<file path="src/source/alu_pkg.sv">
package alu_pkg;

    localparam int XLEN          = 32;
    localparam int NUM_LANES     = 4;
    localparam int NUM_WARPS     = 8;
    localparam int UUID_BITS     = 8;
    localparam int NUM_REGS_BITS = 5;
    localparam int WID_BITS      = $clog2(NUM_WARPS);

    typedef logic [XLEN-1:0]          word_t;
    typedef logic [WID_BITS-1:0]      warp_id_t;
    typedef logic [NUM_LANES-1:0]     tmask_t;
    typedef logic [UUID_BITS-1:0]     uuid_t;
    typedef logic [NUM_REGS_BITS-1:0] reg_id_t;

    typedef enum logic [4:0] {
        ADD, SUB, AND, OR, XOR, SLL, SRL, SRA, SLT, SLTU,
        BEQ, BNE, BLT, BGE,
        MUL, MULH, MULHU, DIV, DIVU, REM, REMU
    } alu_op_t;

    typedef struct packed {
        uuid_t                     uuid;
        warp_id_t                  wid;
        tmask_t                    tmask;
        word_t                     pc;
        alu_op_t                   op;
        reg_id_t                   rd;
        logic                      wb;
        word_t [NUM_LANES-1:0]     rs1_data;
        word_t [NUM_LANES-1:0]     rs2_data;
        word_t                     imm;
    } dispatch_t;

    typedef struct packed {
        uuid_t                     uuid;
        warp_id_t                  wid;
        tmask_t                    tmask;
        word_t                     pc;
        reg_id_t                   rd;
        logic                      wb;
        word_t [NUM_LANES-1:0]     data;
    } commit_t;

    typedef struct packed {
        warp_id_t                  wid;
        logic                      taken;
        word_t                     target;
    } branch_ctl_t;

    // Opcode class used to steer an instruction to the multiply/divide unit
    function automatic logic is_muldiv_op(alu_op_t op);
        return op inside {MUL, MULH, MULHU, DIV, DIVU, REM, REMU};
    endfunction

endpackage

</file>
<file path="src/source/commit_arb.sv">
`timescale 1ns/1ps

module commit_arb (
    input  logic                   clk,
    input  logic                   rst,
    input  logic [1:0]             in_valid,
    output logic [1:0]             in_ready,
    input  alu_pkg::commit_t [1:0] in_data,
    output logic                   out_valid,
    input  logic                   out_ready,
    output alu_pkg::commit_t       out_data
);
    import alu_pkg::*;

    logic rr_ptr;
    logic grant_idx;
    logic load;
    logic fire;

    // Pointer only matters on a tie, a lone requester always wins
    assign grant_idx = (&in_valid) ? rr_ptr : in_valid[1];
    assign load      = !out_valid || out_ready;
    assign fire      = load && (|in_valid);

    always_comb begin
        in_ready = 2'b00;
        if (load) begin
            in_ready[grant_idx] = 1'b1;
        end
    end

    always_ff @(posedge clk) begin
        if (rst) begin
            out_valid <= 1'b0;
            rr_ptr    <= 1'b0;
        end else begin
            if (load) begin
                out_valid <= |in_valid;
            end
            // Next tie goes to the input that lost this one
            if (fire) begin
                rr_ptr <= ~grant_idx;
            end
        end
    end

    always_ff @(posedge clk) begin
        if (fire) begin
            out_data <= in_data[grant_idx];
        end
    end

endmodule

</file>
<file path="config.mk">
export PLATFORM = sky130hd
export DESIGN_NAME = commit_arb
export DESIGN_NICKNAME = d
export VERILOG_FILES = /design/src/source/alu_pkg.sv /design/src/source/commit_arb.sv
export SDC_FILE = /design/constraint.sdc
export NUM_CORES = 1
export LEC_CHECK = 0
export ABC_AREA = 1
export BUFFER_PORTS_ARGS = -buffer_cell sky130_fd_sc_hd__buf_2
export CAP_MARGIN = 40
export CORE_AREA = 2 2 216 218
export DETAILED_ROUTE_END_ITERATION = 8
export DIE_AREA = 0 0 218 220
export SLEW_MARGIN = 20
export SYNTH_ARGS = -nofsm -noshare
export SYNTH_HDL_FRONTEND = slang
export SYNTH_SLANG_ARGS = --single-unit
</file>
<file path="constraint.sdc">
create_clock -name clk -period 28.7 [get_ports clk]
set_input_delay 1.435 -clock clk [delete_from_list [all_inputs] [get_ports clk]]
set_output_delay 1.435 -clock clk [all_outputs]
set_load 0.02 [all_outputs]
</file>
=== Word level (Yosys, flattened, before mapping) ===
Cells that the tools add are included.

* Flip-flop bits (word level): 183
* Input bits: 367
* Output and inout bits: 184
* Logic and storage cells: 27

* Order comparisons: 2
* Muxes and demuxes: 6
* Bitwise gates (word level): 1
* Reduce and logical (&&, ||, !) cells: 6

{| class="wikitable"
|+ Operator list
! operator !! number
|-
| two-way mux 181 bit || 2
|-
| logical AND 1 bit || 2
|-
| less-than comparator 1 x 2 -> 1 bit (second input constant) || 1
|-
| two-way mux 1 bit || 2
|-
| two-way mux 2 bit || 1
|-
| AND reduction 2 bit || 1
|-
| OR reduction 2 bit || 1
|-
| demux 1 bit (select 1 bit) || 1
|-
| greater-or-equal comparator 1 bit (second input constant) || 1
|-
| zero test 1 bit || 1
|-
| logical OR 1 bit || 1
|-
| NOT 1 bit || 1
|}

=== Logic depth before layout (Yosys ltp) ===
* Depth in word-level cells: 7
* Mapped depth: 8
* Depth with buffers taken out: 6

=== Worst setup path before layout ===
Ideal clock, no wire load.

* Path type: input-to-reg
* Start: input out_ready
* End: register out_data[0] in the netlist's numbering, enable pin
* Library setup time: 0.782 ns
* Data arrival time: 10.324 ns
* Data required time: 27.918 ns
* Setup slack: 17.594 ns
* Stages on the path: 4
* Buffers on the path: 0
* Cells stage by stage: inv_1 > nand2_1 > inv_1 > a21oi_1

* Cells in the longest elaborated chain, start to end: 2

{| class="wikitable"
|+ RTL lines
! element !! RTL line !! RTL
|-
| start: declaration || commit_arb.sv:10 || <nowiki>input logic out_ready,</nowiki>
|-
| logical OR 1 bit || commit_arb.sv:22 || <nowiki>assign load = !out_valid || out_ready;</nowiki>
|-
| logical AND 1 bit || commit_arb.sv:23 || <nowiki>assign fire = load && (|in_valid);</nowiki>
|-
| net fire || commit_arb.sv:18 || <nowiki>logic fire;</nowiki>
|-
| end signal: assignment || commit_arb.sv:49 || <nowiki>out_data <= in_data[grant_idx];</nowiki>
|-
| end: declaration || commit_arb.sv:11 || <nowiki>output alu_pkg::commit_t out_data</nowiki>
|}

The timed path passes the listed nets, and every way through them passes these cells.
A chain may end at the register's enable or synchronous reset.

=== Worst setup path in the final report ===
* Start: input in_valid[0]
* End: output in_ready[0]

* Cells in the longest elaborated chain, start to end: 7
* Elaborated cells between the ends (all ways): 8
* Classes of those cells: order compare (2); mux (4); reduce/logical (2)

{| class="wikitable"
|+ RTL lines
! element !! RTL line !! RTL
|-
| start: declaration || commit_arb.sv:6 || <nowiki>input logic [1:0] in_valid,</nowiki>
|-
| AND reduction 2 bit * || commit_arb.sv:21 || <nowiki>assign grant_idx = (&in_valid) ? rr_ptr : in_valid[1];</nowiki>
|-
| two-way mux 1 bit * || commit_arb.sv:21 ||
|-
| less-than comparator 1 x 2 -> 1 bit (implied by the code) / greater-or-equal comparator 1 bit (equally long branches) || commit_arb.sv:28 || <nowiki>in_ready[grant_idx] = 1'b1;</nowiki>
|-
| logical AND 1 bit (implied by the code) || commit_arb.sv:28 ||
|-
| two-way mux 1 bit (implied by the code) || commit_arb.sv:28 ||
|-
| demux 1 bit (select 1 bit) * || commit_arb.sv:28 ||
|-
| two-way mux 2 bit * || commit_arb.sv:27 || <nowiki>if (load) begin</nowiki>
|-
| end: declaration || commit_arb.sv:7 || <nowiki>output logic [1:0] in_ready,</nowiki>
|}

Mark *: on every way between the ends. The rest lies on a longest branch, timed or not.

==> impl_metrics.json <==
{
  "dieArea_um2": 48000,
  "vdd.ir_drop.worst_mv": 0.0350,
  "start_kind": "primary input",
  "crit_buf_inv": 3,
  "period_minus_slack_ns": 4.43,
  "layout-drive-gt1-share": 0.443,
  "clock_path_buffers": 2,
  "ys_ff_latch": 183,
  "cts_made_buffers": 17,
  "syn2layout_area_growth_pct": 50.5,
  "clk_pin_slew_worst_paths_ns": 0.07,
  "rsz0062_at_grt": "no",
  "critPathTopFamily": "buffers and inverters",
  "crit_top_cell": "buf_2",
  "grt_pass1_vias": 6689,
  "placed_cells": 1911,
  "wl_per_cell_um": 13.7,
  "fin_skew_ns": 0.00718,
  "cp_slowest_cell": "inv_6",
  "port_buffers": 550,
  "min_path_type": "register to register",
  "grt_util_all_layers": 0.106,
  "stdcell_count": 1944,
  "htreeDepth": 4,
  "cts_tree": "built",
  "fin_util": 0.258,
  "max_stage_delay_ns": 0.62,
  "layout.nets": 1690,
  "die_w_um": 218,
  "drc": 0,
  "setup_viol": 0,
  "antenna_left": 0,
  "vias_per_cell": 3.71,
  "cts_num_sinks": 183,
  "first_pass_iters": 5,
  "ios": 551,
  "p_leak_nw": 6.03,
  "crit_required_ns": 27.26,
  "yosysUniqueCellTypes": 11,
  "dp_hpwl_um": 21200,
  "postSynthAreaPerCell_um2": 10.0,
  "p_per_area_nw_per_um2": 60.1,
  "antenna_found_initial": 3,
  "fin_tns_setup_ns": 0,
  "cap_violations": 0,
  "ys_seq_area_frac": 0.697,
  "globalRouteOverflowTotal": 0,
  "routabilityCongestion": 0.852,
  "start_util": 0.171,
  "cp.arrival_ns": 3.00,
  "num_vias": 7206,
  "hold_viol": 0,
  "cts-hold-fix-buffers": 0,
  "fmax_mhz": 226,
  "yosysWarnings": 0,
  "cts-root-buf": "clkbuf_16",
  "synthCells": 785,
  "fp.coreArea_um2": 45900,
  "outcome": "finished, final reports clean",
  "cp-end-kind": "output pin",
  "fillerInstances": 4936,
  "tightest_slew_ns": 0.675,
  "grt_pass1_wl_um": 37000,
  "finalWirelength_um": 26600,
  "cp_max_fo": 91,
  "slew_viol_final": 0,
  "path_cells": "buf_2 -> nand2_1 -> nand2_4 -> inv_6 -> nor2_1 -> buf_2",
  "clock_latency_ns": 0.47,
  "finalCritPeriodShare": 0.154,
  "reg2reg_slack_ns": 26.09,
  "slew_headroom": 0.550,
  "synth_nets": 1152,
  "cts_resized": 0,
  "core.rowCount": 79,
  "worstSetupPathType": "primary input to output pin",
  "die_y_um": 220,
  "grt_max_degree": 92,
  "syn_area_um2": 7860,
  "drt_iter0_drc": 267,
  "postCtsSetupBuffers": 0
}
## final cells by class
cell class | instances | area (um^2) | area share
Antenna cell | 1 | 2.50 | 0.000212
Clock buffer | 17 | 425 | 0.0360
Inverter | 8 | 35.0 | 0.00296
Timing Repair Buffer | 559 | 2870 | 0.243
Multi-Input combinational cell | 554 | 2100 | 0.178
Sequential cell | 183 | 5480 | 0.463
Tap cell | 607 | 759 | 0.0642
Clock inverter | 15 | 149 | 0.0126
## through the flow
stage               instance area, um^2  hold slack (ns)  setup WS [ns]  total power, mW
floorplan                          7860            0.452          17.59            0.424
global placement                  11200            0.465          24.29            0.481
detailed placement                11200            0.487          24.19            0.485
CTS                               11800            0.505          24.19            0.727
global route                      11800            0.537          24.08            0.748
finish                            11800            0.497          24.27            0.710
## placed cells by master, fill, tap and decap left out, drive strengths merged
cell type and n:
clkbuf 17, nand3 1, inv 12, bufinv 2
edfxtp 181, clkinv 9, diode 1, buf 559
nor2 2, a31oi 1, dfxtp 2, nand2 548
a21oi 2
## where the power goes
group	internal, mW	total [mW]	switching (mW)
combinational	0.0486	0.140	0.0913
sequential	0.329	0.337	0.00752
clock	0.128	0.234	0.106
## path summary, 6_finish.rpt
| check | from | endpoint | cells after the start |
|---|---|---|---|
| min | rr_ptr | rr_ptr | 2 |
| min reg2reg | rr_ptr | rr_ptr | 2 |
| max | in_valid[0] | in_ready[0] | 6 |
| max reg2reg | rr_ptr | out_data[109] | 8 |
## tightest hold or removal path: cells and delay by family, from the launching register on
| family | cells | cell delay (ns) |
|---|---|---|
| flip-flops | 1 | 0.33 |
| AO/OA/AOI/OAI | 1 | 0.04 |
| AND/OR/NAND/NOR | 1 | 0.09 |
## kinds of logic after synthesis
kind of cell,Yosys count,synth area share
AND/OR/NAND/NOR,551,0.263
flip-flops,183,0.697
buffers and inverters,48,0.0379
AO/OA/AOI/OAI,3,0.00207
## metal layers
layer | global-route usage | wire, um
met1 | 0.113 | 10200
met2 | 0.181 | 13100
met3 | 0.0489 | 2750
met4 | 0.0408 | 506
met5 | 0 | 13
## Yosys cell counts
| library cell | count | share of area |
|---|---|---|
| a21oi_1 | 2 | 0.0013 |
| a31oi_1 | 1 | 0.00080 |
| buf_2 | 28 | 0.018 |
| buf_4 | 2 | 0.0019 |
| buf_6 | 10 | 0.014 |
| dfxtp_1 | 2 | 0.0051 |
| edfxtp_1 | 181 | 0.69 |
| inv_1 | 8 | 0.0038 |
| nand2_1 | 548 | 0.26 |
| nand3_1 | 1 | 0.00064 |
| nor2_1 | 2 | 0.00096 |
## flip-flops by register name (all words and copies together), names as in the netlist
register and cells:
out_data 181, rr_ptr 1, out_valid 1
Power figures use the tool's default switching activity.
